[src/nono_params.svh]
`ifndef NONO_PARAMS_SVH
`define NONO_PARAMS_SVH

// board limits
`define NONO_MAX_ROWS 11
`define NONO_MAX_COLS 11
`define NONO_MAX_LINES (`NONO_MAX_ROWS + `NONO_MAX_COLS)
`define NONO_LINE_W $clog2(`NONO_MAX_LINES)

// options per line, 9 choose 3 at most
`define NONO_MAX_OPTS 84
`define NONO_CNT_W $clog2(`NONO_MAX_OPTS + 1)

// option memory
`define NONO_WORD_W 16
`define NONO_MEM_DEPTH 512
`define NONO_ADDR_W $clog2(`NONO_MEM_DEPTH)
`define NONO_HDR_TAG 16'h8000      // marks a header word, options never reach bit 15

// host side flow control
`define NONO_BYTE_CREDITS 8

`endif
[src/nono_pkg.sv]
`default_nettype none

package nono_pkg;

    // flag in bits 7..5 of the first byte of each message
    typedef enum logic [2:0] {
        FLAG_END_BOARD   = 3'b000,
        FLAG_END_LINE    = 3'b001,
        FLAG_OR          = 3'b010,
        FLAG_AND         = 3'b101,
        FLAG_START_LINE  = 3'b110,
        FLAG_START_BOARD = 3'b111
    } msg_flag_e;

    // which byte of a message comes next
    typedef enum logic [1:0] {
        PS_FLAG    = 2'd0,
        PS_PAYLOAD = 2'd1
    } parse_state_e;

    typedef enum logic {
        WK_HEADER = 1'b0,   // opens a line
        WK_OPTION = 1'b1    // one option of the current line
    } word_kind_e;

endpackage

`default_nettype wire

[src/line_table.sv]
`timescale 1ns/1ps
`default_nettype none

`include "nono_params.svh"

module line_table
    import nono_pkg::*;
(
    input  wire        clk,
    input  wire        rst,
    input  wire        wr_en,
    input  word_kind_e wr_kind,
    input  wire  [8:0] wr_addr,
    input  wire  [3:0] board_m,
    input  wire  [4:0] line_sel,
    output logic [8:0] line_base,
    output logic [6:0] line_count,
    output logic       line_is_row
);

    localparam int LINES  = `NONO_MAX_LINES;
    localparam int LINE_W = `NONO_LINE_W;
    localparam int CNT_W  = `NONO_CNT_W;
    localparam int ADDR_W = `NONO_ADDR_W;

    logic [ADDR_W-1:0] base  [LINES];
    logic  [CNT_W-1:0] count [LINES];
    logic [LINE_W-1:0] cur_line;
    logic [LINE_W-1:0] hdr_line;
    logic              new_board;
    logic              hdr_wr;
    logic              sel_ok;

    // only the line 0 header of a board lands on address 0
    assign new_board = (wr_addr == '0);
    assign hdr_wr    = wr_en && (wr_kind == WK_HEADER);
    assign hdr_line  = new_board ? '0 : cur_line + 1'b1;

    always_ff @(posedge clk) begin
        if (rst) begin
            cur_line <= '0;
            for (int i = 0; i < LINES; i++) begin
                count[i] <= '0;
            end
        end else if (hdr_wr) begin
            if (new_board) begin
                for (int i = 0; i < LINES; i++) begin
                    count[i] <= '0;
                end
            end
            cur_line <= hdr_line;
            if (32'(hdr_line) < LINES) begin
                count[hdr_line] <= '0;
            end
        end else if (wr_en && 32'(cur_line) < LINES) begin
            if (count[cur_line] != CNT_W'(`NONO_MAX_OPTS)) begin  // saturate
                count[cur_line] <= count[cur_line] + 1'b1;
            end
        end
    end

    always_ff @(posedge clk) begin
        if (hdr_wr && 32'(hdr_line) < LINES) begin
            base[hdr_line] <= wr_addr;
        end
    end

    // read side is combinational
    assign sel_ok      = (32'(line_sel) < LINES);
    assign line_base   = sel_ok ? base[line_sel] : '0;
    assign line_count  = sel_ok ? count[line_sel] : '0;
    assign line_is_row = (line_sel < 5'(board_m));   // rows come first

endmodule

`default_nettype wire

[config.mk]
export PLATFORM = sky130hd
export DESIGN_NAME = line_table
export DESIGN_NICKNAME = d
export VERILOG_FILES = /design/src/nono_pkg.sv /design/src/line_table.sv
export VERILOG_INCLUDE_DIRS = /design/src
export SDC_FILE = /design/constraint.sdc
export NUM_CORES = 1
export LEC_CHECK = 0
export BUFFER_PORTS_ARGS = -buffer_cell sky130_fd_sc_hd__buf_2
export CAP_MARGIN = 10
export CELL_PAD_IN_SITES_DETAIL_PLACEMENT = 1
export CELL_PAD_IN_SITES_GLOBAL_PLACEMENT = 1
export CORE_ASPECT_RATIO = 1.4
export CORE_MARGIN = 2
export CORE_UTILIZATION = 55
export CTS_BUF_LIST = sky130_fd_sc_hd__clkbuf_8
export CTS_CLUSTER_SIZE = 14
export DETAILED_ROUTE_END_ITERATION = 10
export PLACE_DENSITY = 0.79
export SLEW_MARGIN = 10
export SYNTH_ARGS = -nofsm -noshare
export SYNTH_HDL_FRONTEND = slang
export SYNTH_SLANG_ARGS = --single-unit
[constraint.sdc]
create_clock -name clk -period 8.86 [get_ports clk]
set_input_delay 0.886 -clock clk [delete_from_list [all_inputs] [get_ports clk]]
set_output_delay 0.886 -clock clk [all_outputs]
set_load 0.02 [all_outputs]
==> impl_metrics.ini <==
[grt]
grt_max_degree = 51
antenna_found_initial = 1
grt_pass1_wl_um = 82400
grt_pass1_vias = 13123
grt_usage = 0.296
grt_overflow = 0

[floorplanning]
io_pins = 39
die_w_um = 166
die-area_um2 = 38300
fp.coreArea_um2 = 36500
die_y_um = 231
start_util = 0.555
core.rowCount = 83

[clock_tree]
path_clk_slew_ns = 0.07
cts-root-buf = clkbuf_8
postCtsSetupBuffers = 0
post_cts.resized_instances = 0
ctsLongestPathBuffers = 3
numCtsBuffers = 66
clock-sinks = 432
insertion_delay_ns = 0.63
ctsHoldBuffers = 0
htree_levels = 3
cts_tree = built

[detailed_routing]
drt_first_pass_iters = 7
drt_wl_total_um = 55400
vias = 12173
drtIter0Drc = 1042
wire_per_inst_um = 29.2
drc = 0
detail-route-antenna-nets = 0
vias_per_cell = 6.41

[cells_and_area]
nNetsFinal = 1412
fin_cells = 1899
fin_util = 0.606
final_cell_mix = edfxtp_1 (422), nor2_1 (190), mux4_2 (127), nand2_1 (76), conb_1 (70)
n_fill_cell = 3402
drive_gt1_frac = 0.222
layout-area-overhead-vs-synth_pct = 9.13
final_common_cell = edfxtp_1
seqCellArea_um2 = 12900
multiInputGateArea_um2 = 7040

[yosys]
yosysTopAreaCellShare = 0.627
synthArstFlopShare = 0
yosysWarnings = 0
synth.area.top_cells = edfxtp_1 (63%), mux4_2 (14%), nor2_1 (3.5%)
synth_edf_count = 422
synth_seq_cells = 432
yosysTopAreaCell = edfxtp_1
synth_flop_cell = edfxtp_1
ys_seq_area_frac = 0.636
synth_cell_types = 59
netlist_area_um2 = 20200
netlist_instances = 1283
avgSynthCellArea_um2 = 15.8

[critical_path]
slowest_delay_ns = 0.96
reg2reg_depth = 9
crit_path_frequent_cell = o211ai_1
critical_path_arrival_ns = 5.40
reg2reg_to = count[29][6]
cp.required_ns = 9.13
crit_path_max_fanout = 38
cp_cell_sequence = buf_4, mux4_1, mux2_2, o211ai_1, inv_2, ha_1, o211ai_1, or3_1, a211oi_1
end_kind = flip-flop
critPathBufInv = 2
crit_type = reg2reg
critical-path-top-delay-family = compound AO/OA/AOI/OAI gates
cp-start-kind = flip-flop
crit_cells = 9
slowest_stage = a211oi_1
rrSetupSlack_ns = 3.73

[timing]
setup_tns_ns = 0
report.final.setup_viol = 0
skew_ns = 0.0355
slew_viol_final = 0
period_needed_ns = 5.13
tightest_slew_ns = 1.20
rsz0062_at_grt = false
hold_viol = 0
post-route-period-util = 0.579
max_slew_margin = 0.195
clock.fmax_mhz = 195

[place]
dp.cells = 1783
dp_hpwl_um = 38700
io_buffer_count = 38
place.gp.congestion = 0.909

[power_and_ir_drop]
powerDensity_nw_per_um2 = 191
p_total_mw = 4.23
peakVddDrop_v = 0.000124
p_leak_nw = 7.51

[worst_hold_path]
min-delay-start = rst
min_path_cells = 2
hold_path.class = in2reg

[status]
status = finished, final reports clean

[job]
drv_cap = 0
## power breakdown
group / switching [mW] / internal [mW]
clock network: 0.780 / 0.738
logic: 0.251 / 0.129
registers: 0.0321 / 2.29
total: 1.06 / 3.16
## worst max-delay path by stage
stage                                to        start  slack [ns]
after floorplan           line_count[5]  line_sel[0]        4.97
after global placement     count[28][6]    flip-flop        4.01
after detailed placement   count[24][6]    flip-flop        3.74
after CTS                  count[26][6]    flip-flop        3.72
after global routing       count[30][6]    flip-flop        3.36
final                      count[29][6]    flip-flop        3.73
## cell usage after synthesis, drive strengths merged (14+ instances only)
library cell / count
mux4: 139
edfxtp: 422
buf: 48
nand3: 35
nor3: 14
a21oi: 39
o22ai: 23
o21ai: 34
clkbuf: 42
a22oi: 25
nand2: 76
inv: 22
mux2i: 64
nor2: 190
## layout make-up
class / instances / area share
Sequential cell: 432 / 0.583
Multi-Input combinational cell: 808 / 0.319
Clock buffer: 67 / 0.0418
Tap cell: 467 / 0.0265
Timing Repair Buffer: 54 / 0.0145
Clock inverter: 48 / 0.0109
Inverter: 22 / 0.00374
Antenna cell: 1 / 0.000113
## registers in the layout (all words and copies together) (netlist names), named ones only
register  count
base        198
count       224
cur_line      5
## through the flow
stage	hold WS (ns)	instance area (µm²)	worst slack [ns]
after global routing	0.581	22100	3.36
after global placement	0.605	20900	4.01
after floorplan	0.588	20500	4.97
after detailed placement	0.623	20900	3.74
final	0.568	22100	3.73
after CTS	0.554	22100	3.72
## cells by family (layout without fill, tap and decap cells)
kind of cell	after synthesis	after routing	synth area share
DFF	432	432	0.636
and+or+nand+nor	373	373	0.0810
muxes	204	204	0.189
AOI/OAI and AO/OA	147	147	0.0556
buffers and inverters	112	191	0.0303
xor gates and xnor gates	8	8	0.00346
adders and majority gates	6	6	0.00371
other	1	71	0.000185
## metal layers
metal  GRT usage  wire length, µm  vias to the layer above
met5           0                0                        -
met4       0.218             4390                        0
met3      0.0415             2910                      219
met2       0.543            30200                      551
li1            -                -                     5187
met1       0.306            17900                     6216
Note: power is estimated with default switching activity, not from simulation.
