## src/nono_params.svh

```systemverilog
`ifndef NONO_PARAMS_SVH
`define NONO_PARAMS_SVH

// board limits
`define NONO_MAX_ROWS 11
`define NONO_MAX_COLS 11
`define NONO_MAX_LINES (`NONO_MAX_ROWS + `NONO_MAX_COLS)
`define NONO_LINE_W $clog2(`NONO_MAX_LINES)

// options per line, 9 choose 3 at most
`define NONO_MAX_OPTS 84
`define NONO_CNT_W $clog2(`NONO_MAX_OPTS + 1)

// option memory
`define NONO_WORD_W 16
`define NONO_MEM_DEPTH 512
`define NONO_ADDR_W $clog2(`NONO_MEM_DEPTH)
`define NONO_HDR_TAG 16'h8000      // marks a header word, options never reach bit 15

// host side flow control
`define NONO_BYTE_CREDITS 8

`endif
```

## src/byte_ingress.sv

```systemverilog
`timescale 1ns/1ps
`default_nettype none

`include "nono_params.svh"

module byte_ingress (
    input  wire        clk,
    input  wire        rst,
    input  wire        in_valid,
    input  wire  [7:0] in_byte,
    output logic       in_credit,
    output logic       fifo_valid,
    output logic [7:0] fifo_byte,
    input  wire        fifo_pop
);

    localparam int DEPTH = `NONO_BYTE_CREDITS;
    localparam int PTR_W = $clog2(DEPTH);
    localparam int CNT_W = $clog2(DEPTH + 1);

    logic             in_valid_q;   // input stage, host byte lands here first
    logic [7:0]       in_byte_q;
    logic [7:0]       mem [DEPTH];
    logic [PTR_W-1:0] wr_ptr;
    logic [PTR_W-1:0] rd_ptr;
    logic [CNT_W-1:0] count;
    logic             full;
    logic             push;
    logic             pop;

    assign full = (count == CNT_W'(DEPTH));
    assign push = in_valid_q && !full;   // full never happens while the host keeps to its credits
    assign pop  = fifo_pop && fifo_valid;

    assign fifo_valid = (count != '0);
    assign fifo_byte  = mem[rd_ptr];      // first word fall-through
    assign in_credit  = pop;              // every byte leaving hands one credit back

    always_ff @(posedge clk) begin
        if (rst) begin
            in_valid_q <= 1'b0;
        end else begin
            in_valid_q <= in_valid;
        end
    end

    always_ff @(posedge clk) begin
        in_byte_q <= in_byte;
        if (push) begin
            mem[wr_ptr] <= in_byte_q;
        end
    end

    always_ff @(posedge clk) begin
        if (rst) begin
            wr_ptr <= '0;
            rd_ptr <= '0;
            count  <= '0;
        end else begin
            if (push) begin
                wr_ptr <= (wr_ptr == PTR_W'(DEPTH - 1)) ? '0 : wr_ptr + 1'b1;
            end
            if (pop) begin
                rd_ptr <= (rd_ptr == PTR_W'(DEPTH - 1)) ? '0 : rd_ptr + 1'b1;
            end
            case ({push, pop})
                2'b10:   count <= count + 1'b1;
                2'b01:   count <= count - 1'b1;
                default: count <= count;   // both or neither
            endcase
        end
    end

endmodule

`default_nettype wire

```

## config.mk

```make
export PLATFORM = sky130hd
export DESIGN_NAME = byte_ingress
export DESIGN_NICKNAME = d
export VERILOG_FILES = /design/src/byte_ingress.sv
export VERILOG_INCLUDE_DIRS = /design/src
export SDC_FILE = /design/constraint.sdc
export NUM_CORES = 1
export LEC_CHECK = 0
export BUFFER_PORTS_ARGS = -buffer_cell sky130_fd_sc_hd__clkbuf_2
export CELL_PAD_IN_SITES_DETAIL_PLACEMENT = 1
export CELL_PAD_IN_SITES_GLOBAL_PLACEMENT = 1
export CORE_MARGIN = 8
export CORE_UTILIZATION = 55
export DETAILED_ROUTE_END_ITERATION = 8
export HOLD_SLACK_MARGIN = 0.03
export PLACE_DENSITY = 0.83
export SLEW_MARGIN = 20
export SYNTH_ARGS = -nofsm -noshare
export SYNTH_HDL_FRONTEND = slang
export SYNTH_SLANG_ARGS = --single-unit
```

## constraint.sdc

```tcl
create_clock -name clk -period 5.3 [get_ports clk]
set_input_delay 1.06 -clock clk [delete_from_list [all_inputs] [get_ports clk]]
set_output_delay 1.06 -clock clk [all_outputs]
set_load 0.1 [all_outputs]
```

==> run metrics <==
initial antenna violation count=0; gpl congestion=about 0.74; RSZ-0062 raised after global routing=no; Final Hold Fails=0; Setup Buffers After CTS=0; root buf cell=clkbuf_8; worst hold slack=0.5606 ns; most frequent cell after synthesis=edfxtp_1; I/O pin cnt=22; crit-path max FO=16; delay-heaviest family, CP=multiplexers; fmax=268.6 MHz; syn avg cell area=approximately 18 um2; PostCTS Resize Cnt=0; Hold EP=mem[4][4]$_DFFE_PP_; Critical Path, Cell by Cell=mux4_1 -> mux2_2 -> clkbuf_2; outcome=complete, no violations; wl on met1=2.607 mm; ratio of final minimum period to clock period=0.7024; DRC viols=0; fin util=0.6312; r2r worst-path depth=10; minimum clock period=3.723 ns; CP startpoint kind=flip-flop; Max stage delay on crit path=0.93 ns; post-route design area=0.003715 mm2; Buf+Inv Stages, Crit Path=1; Die Y=93.82 um; HP Start=in_byte_q[4]$_DFF_P_; slowest stage cell, crit path=dfxtp_1; clock sinks=86; drt first pass iters=4; Warnings, synthesis=0; clock tree buffer depth=2; Yosys top cell by area=edfxtp_1; Synth cell types=31; half-perimeter wire length after placement=4.599 mm; wirelength, routed=6.727 mm; Area Overhead vs Synth=11.53%; async set-reset flop share out of synthesis=0; Post-Syn Nets=200; Port Buf Inserts=21; number of global-route vias before repair=1901; Max-Cap Viols=0; P_leak=roughly 1.3 nW; final count of pins violating max slew=0; WS Path Type=flip-flop to output pin; FF-to-FF setup slack=about 2.6 ns; layout cells sized above 1=0.2558; clock skew=0.008336 ns; grt ovf=0; Initial Utilization=0.5659; total die area=0.008802 mm2; Final nets=229; Placed Area=around 0.0035 mm2; Rel. slew slack=0.3183; synthesized flop and latch total=86; critical path data arrival time=2.66 ns; Reg clk slew, reported paths=0.08 ns; met3 WL=299 um; wire per inst=23.20 um; setup TNS=0 ns; Synth Cell Area=0.003331 mm2; Synth top cells by count=edfxtp_1 (64), dfxtp_1 (22), mux4_1 (15); CTS tree=built; Worst Tran Pin Value=1.019 ns; R2R Path End=count[2]$_SDFFE_PP0P_; Final ANT Viol Nets=0; Req. time, crit path=4.24 ns; pwr dens=470.7 mW/mm2; GRT Overall Usage=0.1661; Highest Signal Layer=met4; pin count of the biggest net entering global routing=17; Inserted Clock Buffers=9; via count=about 1.7k; top cell type's share of synthesized area=0.5770; Reg-to-Reg Start=count[1]$_SDFFE_PP0P_; worst skew pair latency=0.35 ns; WL met2=3.685 mm; number of DRC markers in iteration 0=slightly above 100; ys flop type=edfxtp_1; HP Class=flip-flop to flip-flop; CP endpoint kind=output pin; final setup vio count=0; Peak VDD IR=0.0002999 V; Vias/cell=5.910; Post-synth EDFFs=64; Hold Buf Count CTS=0; core footprint=roughly 0.0059 mm2; gate count of the mapped netlist=181; global-route wire length before repair=10.36 mm; H-tree depth=3; number of placement rows=28; Die Span X=around 94 um; antenna cells=0; synth top area cells=edfxtp_1 (58%), dfxtp_1 (13%), mux4_1 (12%); Hold Path Depth=0; Seq/Total Area, Yosys=0.7092
## per-stage QoR
| stage | worst slack [ns] | instances | power [W] |
|---|---|---|---|
| global placement | 2.080 | 274 | 0.001307 |
| finish | 1.577 | 290 | 0.001748 |
| global route | 1.490 | 290 | 0.001812 |
| CTS | 1.572 | 290 | 0.001757 |
| detailed placement | 1.965 | 274 | 0.001340 |
| floorplan | 2.114 | 181 | 0.001263 |
## layer usage
metal	GRT usage	vias up
li1	-	776
met1	0.1837	878
met2	0.2876	44
met3	0.03597	16
met4	0.09775	0
met5	0	-
## worst max-delay path by stage
stage / cells after the start / endpoint / slack (ns) / start
global placement: 3 / fifo_byte[4] / 2.08 / flip-flop
CTS: 3 / fifo_byte[1] / 1.57 / flip-flop
detailed placement: 3 / fifo_byte[1] / 1.96 / flip-flop
global route: 3 / fifo_byte[1] / 1.49 / flip-flop
finish: 3 / fifo_byte[1] / 1.58 / flip-flop
floorplan: 11 / count[2]$_SDFFE_PP0P_ / 2.11 / count[1]$_SDFFE_PP0P_
## flip-flops by register name (all words and copies together) (netlist names), named ones only
name and cells:
in_byte_q 8, count 4, in_valid_q 1, mem 64, wr_ptr 3, rd_ptr 3
## kinds of logic (layout without fill, tap and decap cells)
| family | Yosys count | in the layout | synth area share |
|---|---|---|---|
| flip-flops | 86 | 86 | 0.7092 |
| AND/OR/NAND/NOR | 35 | 35 | 0.05335 |
| multiplexers | 27 | 27 | 0.1615 |
| AO/OA/AOI/OAI | 12 | 12 | 0.02104 |
| buffers and inverters | 11 | 45 | 0.02066 |
| adder cells (fa/ha/maj) | 7 | 7 | 0.02629 |
| XOR/XNOR | 3 | 3 | 0.007890 |
## where the power goes
group          internal [W]  leakage, nW  switching (W)  total (W)
clock              0.000207       0.0954       0.000214   0.000422
sequential         0.000754        0.760      0.0000664   0.000820
combinational      0.000154        0.455       0.000352   0.000506
total               0.00112         1.31       0.000633    0.00175
## final cells by class
cell class / instances / area [um2]
clock buffers: 13 / 168.9
clock inverters: 3 / 17.52
fillers: 528 / 2171
inverters: 3 / 11.26
multi-input cells: 84 / 918.4
flip-flops and latches: 86 / 2362
well taps: 75 / 93.84
repair buffers: 26 / 142.6
## layout by cell type (no fill, tap or decap), types with 2 or more instances in the layout
| cell | synthesis | routed |
|---|---|---|
| nor3_1 | 4 | 4 |
| clkbuf_8 | 0 | 12 |
| edfxtp_1 | 64 | 64 |
| ha_1 | 7 | 7 |
| inv_1 | 3 | 3 |
| nand3_1 | 2 | 2 |
| mux4_1 | 15 | 15 |
| mux2i_1 | 2 | 2 |
| xor2_1 | 3 | 3 |
| clkbuf_2 | 0 | 21 |
| nand2b_1 | 3 | 3 |
| nand2_1 | 8 | 8 |
| buf_4 | 0 | 5 |
| clkinv_2 | 0 | 2 |
| o21ai_0 | 2 | 2 |
| a21oi_1 | 7 | 7 |
| or3_1 | 3 | 3 |
| dfxtp_1 | 22 | 22 |
| nor2_1 | 9 | 9 |
| mux2_2 | 9 | 9 |
No activity file was read; power rests on OpenSTA's default activity.
