--- src/nono_params.svh ---
`ifndef NONO_PARAMS_SVH
`define NONO_PARAMS_SVH

// board limits
`define NONO_MAX_ROWS 11
`define NONO_MAX_COLS 11
`define NONO_MAX_LINES (`NONO_MAX_ROWS + `NONO_MAX_COLS)
`define NONO_LINE_W $clog2(`NONO_MAX_LINES)

// options per line, 9 choose 3 at most
`define NONO_MAX_OPTS 84
`define NONO_CNT_W $clog2(`NONO_MAX_OPTS + 1)

// option memory
`define NONO_WORD_W 16
`define NONO_MEM_DEPTH 512
`define NONO_ADDR_W $clog2(`NONO_MEM_DEPTH)
`define NONO_HDR_TAG 16'h8000      // marks a header word, options never reach bit 15

// host side flow control
`define NONO_BYTE_CREDITS 8

`endif
--- src/nono_pkg.sv ---
`default_nettype none

package nono_pkg;

    // flag in bits 7..5 of the first byte of each message
    typedef enum logic [2:0] {
        FLAG_END_BOARD   = 3'b000,
        FLAG_END_LINE    = 3'b001,
        FLAG_OR          = 3'b010,
        FLAG_AND         = 3'b101,
        FLAG_START_LINE  = 3'b110,
        FLAG_START_BOARD = 3'b111
    } msg_flag_e;

    // which byte of a message comes next
    typedef enum logic [1:0] {
        PS_FLAG    = 2'd0,
        PS_PAYLOAD = 2'd1
    } parse_state_e;

    typedef enum logic {
        WK_HEADER = 1'b0,   // opens a line
        WK_OPTION = 1'b1    // one option of the current line
    } word_kind_e;

endpackage

`default_nettype wire

--- src/board_parser.sv ---
`timescale 1ns/1ps
`default_nettype none

`include "nono_params.svh"

module board_parser
    import nono_pkg::*;
(
    input  wire         clk,
    input  wire         rst,
    input  wire         fifo_valid,
    input  wire   [7:0] fifo_byte,
    output logic        fifo_pop,
    output logic        wr_en,
    output logic [15:0] wr_word,
    output word_kind_e  wr_kind,
    output logic        board_done,
    output logic  [3:0] board_n,
    output logic  [3:0] board_m
);

    localparam int WORD_W  = `NONO_WORD_W;
    localparam int LINE_W  = `NONO_LINE_W;
    // longest line on any legal board
    localparam int MAX_LEN = (`NONO_MAX_ROWS > `NONO_MAX_COLS) ?
                             `NONO_MAX_ROWS : `NONO_MAX_COLS;

    parse_state_e      state;
    msg_flag_e         flag_q;       // flag of the message in progress
    logic              size_second;  // next START_BOARD carries m
    logic [LINE_W-1:0] line_idx;
    logic [WORD_W-1:0] cur_opt;      // option being assembled by AND messages
    logic        [4:0] size_field;
    logic        [3:0] bit_idx;

    assign fifo_pop   = fifo_valid;  // one byte per cycle, no stall
    assign size_field = fifo_byte[5:1];
    assign bit_idx    = fifo_byte[4:1];

    always_ff @(posedge clk) begin
        if (rst) begin
            state       <= PS_FLAG;
            wr_en       <= 1'b0;
            board_done  <= 1'b0;
            size_second <= 1'b0;
            line_idx    <= '0;
            board_n     <= '0;
            board_m     <= '0;
        end else begin
            wr_en      <= 1'b0;
            board_done <= 1'b0;
            if (fifo_pop) begin
                case (state)
                    PS_FLAG: begin
                        state <= PS_PAYLOAD;
                    end
                    PS_PAYLOAD: begin
                        state <= PS_FLAG;
                        case (flag_q)
                            FLAG_START_BOARD: begin
                                // first one is n (columns), second one is m (rows)
                                if (!size_second) begin
                                    board_n <= (size_field > 5'(`NONO_MAX_COLS)) ?
                                               4'(`NONO_MAX_COLS) : size_field[3:0];
                                end else begin
                                    board_m <= (size_field > 5'(`NONO_MAX_ROWS)) ?
                                               4'(`NONO_MAX_ROWS) : size_field[3:0];
                                end
                                size_second <= !size_second;
                                line_idx    <= '0;
                            end
                            FLAG_START_LINE: begin
                                wr_en <= 1'b1;
                            end
                            FLAG_OR: begin
                                wr_en <= 1'b1;
                            end
                            FLAG_END_LINE: begin
                                wr_en    <= 1'b1;
                                line_idx <= line_idx + 1'b1;
                            end
                            FLAG_END_BOARD: begin
                                board_done <= 1'b1;
                            end
                            default: begin
                                // AND and unknown flags write nothing
                            end
                        endcase
                    end
                    default: state <= PS_FLAG;
                endcase
            end
        end
    end

    // word payload and the option under construction
    always_ff @(posedge clk) begin
        if (fifo_pop && state == PS_FLAG) begin
            flag_q <= msg_flag_e'(fifo_byte[7:5]);
        end
        if (fifo_pop && state == PS_PAYLOAD) begin
            case (flag_q)
                FLAG_START_BOARD: begin
                    cur_opt <= '0;
                end
                FLAG_START_LINE: begin
                    wr_word <= `NONO_HDR_TAG | WORD_W'(line_idx);
                    wr_kind <= WK_HEADER;
                    cur_opt <= '0;
                end
                FLAG_AND: begin
                    if (32'(bit_idx) < MAX_LEN) begin  // cells past any line are dropped
                        cur_opt[bit_idx] <= fifo_byte[0];
                    end
                end
                FLAG_OR, FLAG_END_LINE: begin
                    wr_word <= cur_opt;
                    wr_kind <= WK_OPTION;
                    cur_opt <= '0;
                end
                default: begin
                end
            endcase
        end
    end

endmodule

`default_nettype wire

--- config.mk ---
export PLATFORM = sky130hd
export DESIGN_NAME = board_parser
export DESIGN_NICKNAME = d
export VERILOG_FILES = /design/src/nono_pkg.sv /design/src/board_parser.sv
export VERILOG_INCLUDE_DIRS = /design/src
export SDC_FILE = /design/constraint.sdc
export NUM_CORES = 1
export LEC_CHECK = 0
export ABC_CLOCK_PERIOD_IN_PS = 5050
export BUFFER_PORTS_ARGS = -buffer_cell sky130_fd_sc_hd__buf_2
export CAP_MARGIN = 25
export CORE_MARGIN = 3
export CORE_UTILIZATION = 38
export CTS_BUF_LIST = sky130_fd_sc_hd__clkbuf_8
export DETAILED_ROUTE_END_ITERATION = 8
export HOLD_SLACK_MARGIN = 0.03
export SYNTH_ARGS = -nofsm -noshare
export SYNTH_HDL_FRONTEND = slang
export SYNTH_SLANG_ARGS = --single-unit
--- constraint.sdc ---
create_clock -name clk -period 5.05 [get_ports clk]
set_input_delay 1.01 -clock clk [delete_from_list [all_inputs] [get_ports clk]]
set_output_delay 1.01 -clock clk [all_outputs]
set_load 0.05 [all_outputs]
==> flow_results.org <==
** STA
- Share of the cycle needed by the critical path after routing :: between 40% and 50%
- Time the final worst path needs with I/O delays and setup :: 2460 ps
- Setup violations remaining at the end of the flow were counted as 0.
- Setup repair after global routing left no endpoint under its margin.
- Final clock skew :: ~5.1 ps
- Number of max-slew violations in the final report :: 0
- Final critical-path setup slack :: ~2600 ps
- The hold violation count in the final report is 0.
- Summed over all failing endpoints, the final setup total negative slack is 0 ps.
- The worst pin sits at a relative slew slack of 44.7%.
- At the pin with the least slew margin, the transition time is 825 ps.
- Derived from the worst setup path, the maximum achievable clock frequency is 407 MHz.

** CTS
- Clock tree from TritonCTS :: built
- CTS Buf Count :: 5
- Clock tree synthesis selected as its root buffer the cell clkbuf_8.
- H-Tree Level Count :: 2
- In this run the deepest clock path goes through 2 buffers.
- For the worst-skew pair, the clock arrives at the later sink with an insertion delay of 300 ps.
- Number of hold buffers added after cts :: 0
- In this run, post-CTS repair resized a total of 0 instances.
- Clock transition at the registers of the reported paths :: roughly 90 ps
- For this design, the sink count on the clock tree is 53.
- Once the clock tree was built, the setup fixing pass inserted 0 buffers.

** Final layout
- Area Overhead vs Synth :: 12.7%
- Final core utilization :: ~44%
- The final layout contains 249 nets.
- Fill cells in the final layout number 610.
- The repair_antennas step left the layout with diodes totalling 0.
- Share of post-route cells with drive strength above 1 :: 22.7%

** Setup path
- The worst setup path is of the in -> out kind.
- Critical Path Most Common Cell :: buf_2
- Delay of the slowest cell on the worst path :: roughly 280 ps
- STA puts the critical path data required time at roughly 4000 ps.
- Crit-path leading delay family :: buffers and inverters
- The worst setup path is captured at a primary output.
- STA classifies the critical path startpoint as a primary input.
- For the worst setup path, the data arrival time is roughly 1500 ps.
- Cell with the biggest individual delay on the critical path :: buf_2
- R2R setup slack :: just under 3000 ps
- Traced cell by cell, the critical path runs through buf_2 -> buf_2.
- Worst path bufs/invs :: 2
- In this run the worst path has a maximum fanout of 6.

** Routing
- In the routed layout, each cell is associated on average with a via count of slightly above 5.
- DR vias :: 1623
- After detailed routing, the total wire length is 4920 microns.
- After the first detailed-routing iteration, the DRC count stood at 85.
- Average detailed-routed wire length per instance :: between 15 and 20 microns
- Final routed DRC violation total :: 0
- Once detail routing completed, the nets flagged for antenna violations numbered 0.
- Detailed-routing iteration count for the pre-antenna-repair pass :: 4

** Floorplanning
- Die Span Y :: a little under 90 microns
- The floorplan step defined a die boundary enclosing 7640 sq um.
- Top-level I/O count :: 39
- For this configuration, the core starts out at a cell density of 39.4%.
- Site Rows :: 29
- Width of the die :: 87.4 microns
- Area inside the core boundary :: 6390 sq um

** Pwr
- Static Leakage :: 1.08 nW
- The worst-case IR drop observed on VDD is roughly 0.11 mV.
- Total power for the finished layout comes to 853 uW.
- Total power divided by cell area :: between 300 and 400 nW/um^2

** Synth
- Counting instances in the post-synthesis netlist gives the leading cell types as edfxtp_1, mux2i_1, nor2_1.
- Yosys instantiated no cell more often than edfxtp_1.
- Net count after synthesis :: 218
- Syn Std Cell Area :: 2520 sq um
- Of the synthesized area, sequential elements account for 56.5%.
- Counting flops with an async set or reset pin after synthesis yields a share of 0%.
- Post-synth EDFFs :: 36
- In this run the mean area of a mapped cell was 12.2 sq um.
- Cell types occupying the most area after synthesis :: edfxtp_1, dfxtp_1, mux2i_1
- Counting flops and latches in the post-synthesis netlist gives 53.
- The netlist uses 38 different library cells.
- The largest total area in the synthesized netlist belongs to edfxtp_1.
- Post-synthesis cell count :: ~210
- Portion of synthesized cell area occupied by the leading cell type :: a little over two fifths
- For this run, the leading register cell type out of synthesis is edfxtp_1.
- Synth warn :: 0

** GRT
- Total grt overflow :: 0
- Pin count of the biggest net entering global routing :: 22
- The number of global-route vias before repair was 1539.
- Wire length of the first global-routing pass :: approximately 8000 microns
- Global routing consumed, over all layers together, 13.4% of the routing resources.
- Antenna violations before repair :: 0

** Status
- The flow ran to the end, and the final reports show no timing, DRC or antenna violations.

** Worst hold path
- In this run the worst hold path is classified as reg -> reg.

** Job
- Maxcap violations :: 0

** Place
- Buffers added on ports :: 38
- Routability-driven placement congestion ratio :: just under 0.7
- Pre-CTS setup slack :: 2570 ps
- Detailed placement finished with a half-perimeter wire length of 3130 microns.
[state kept, by name, indices dropped and copies added (netlist names), 3 cells and up]
register,count
board_m,4
board_n,4
cur_opt,16
flag_q,3
line_idx,5
wr_word,16
[routing by layer]
layer  GRT usage (%)  up-vias  wire length [microns]
li1                -      810                      -
met1            18.5      776                   2340
met2            21.4       33                   2330
met3            2.74        4                    203
met4            3.77        0                     46
met5               0        -                      0
[power breakdown]
part           switching, mW  internal [mW]  leakage (nW)
Combinational         0.0588         0.0306         0.558
Clock                  0.132          0.145        0.0570
Sequential            0.0104          0.477         0.467
[kinds of logic after synthesis]
family,after synthesis,synth area share (%)
flops,53,56.5
buf+inv,17,3.83
fa+ha+maj,1,0.497
xor+xnor,4,1.99
compound gates,20,4.82
simple gates,82,20.6
mux,29,11.8
[per-stage QoR]
| step | cells | hold slack [ps] | instance area, sq um |
|---|---|---|---|
| after floorplan | 206 | 448 | 2520 |
| after global placement | 306 | 458 | 2720 |
| after detailed placement | 306 | 464 | 2720 |
| after CTS | 314 | 479 | 2830 |
| after global routing | 315 | 503 | 2840 |
| final | 315 | 476 | 2840 |
[placed cells by master, fill, tap and decap left out, types with 5 or more instances in the layout]
| master | n |
|---|---|
| or4_1 | 5 |
| mux2_1 | 5 |
| dfxtp_1 | 17 |
| clkbuf_8 | 5 |
| a21oi_1 | 8 |
| edfxtp_1 | 36 |
| nand2b_1 | 10 |
| nor4bb_1 | 6 |
| and2_1 | 10 |
| nand2_1 | 6 |
| nor2_1 | 18 |
| buf_2 | 38 |
| mux2i_1 | 24 |
[final timing paths]
kind                          endpoint                     from  cells past startpoint
min reg2reg    board_n[1]$_SDFFE_PP0P_  board_n[1]$_SDFFE_PP0P_                      2
max reg2reg  wr_word[12]$_SDFFCE_PN0P_      flag_q[1]$_DFFE_PP_                      3
min            board_n[1]$_SDFFE_PP0P_  board_n[1]$_SDFFE_PP0P_                      2
max                           fifo_pop               fifo_valid                      2
[cell type report]
class                      count  area, sq um  area share, %
clock inverter                 3         37.5           1.32
tap                           77         96.3           3.40
sequential                    53         1420           50.1
timing repair buffer          40          209           7.37
clock buffer                   5         68.8           2.43
inverter                       1         3.75          0.132
multi-input combinational    136         1000           35.2
Power figures use the tool's default switching activity.
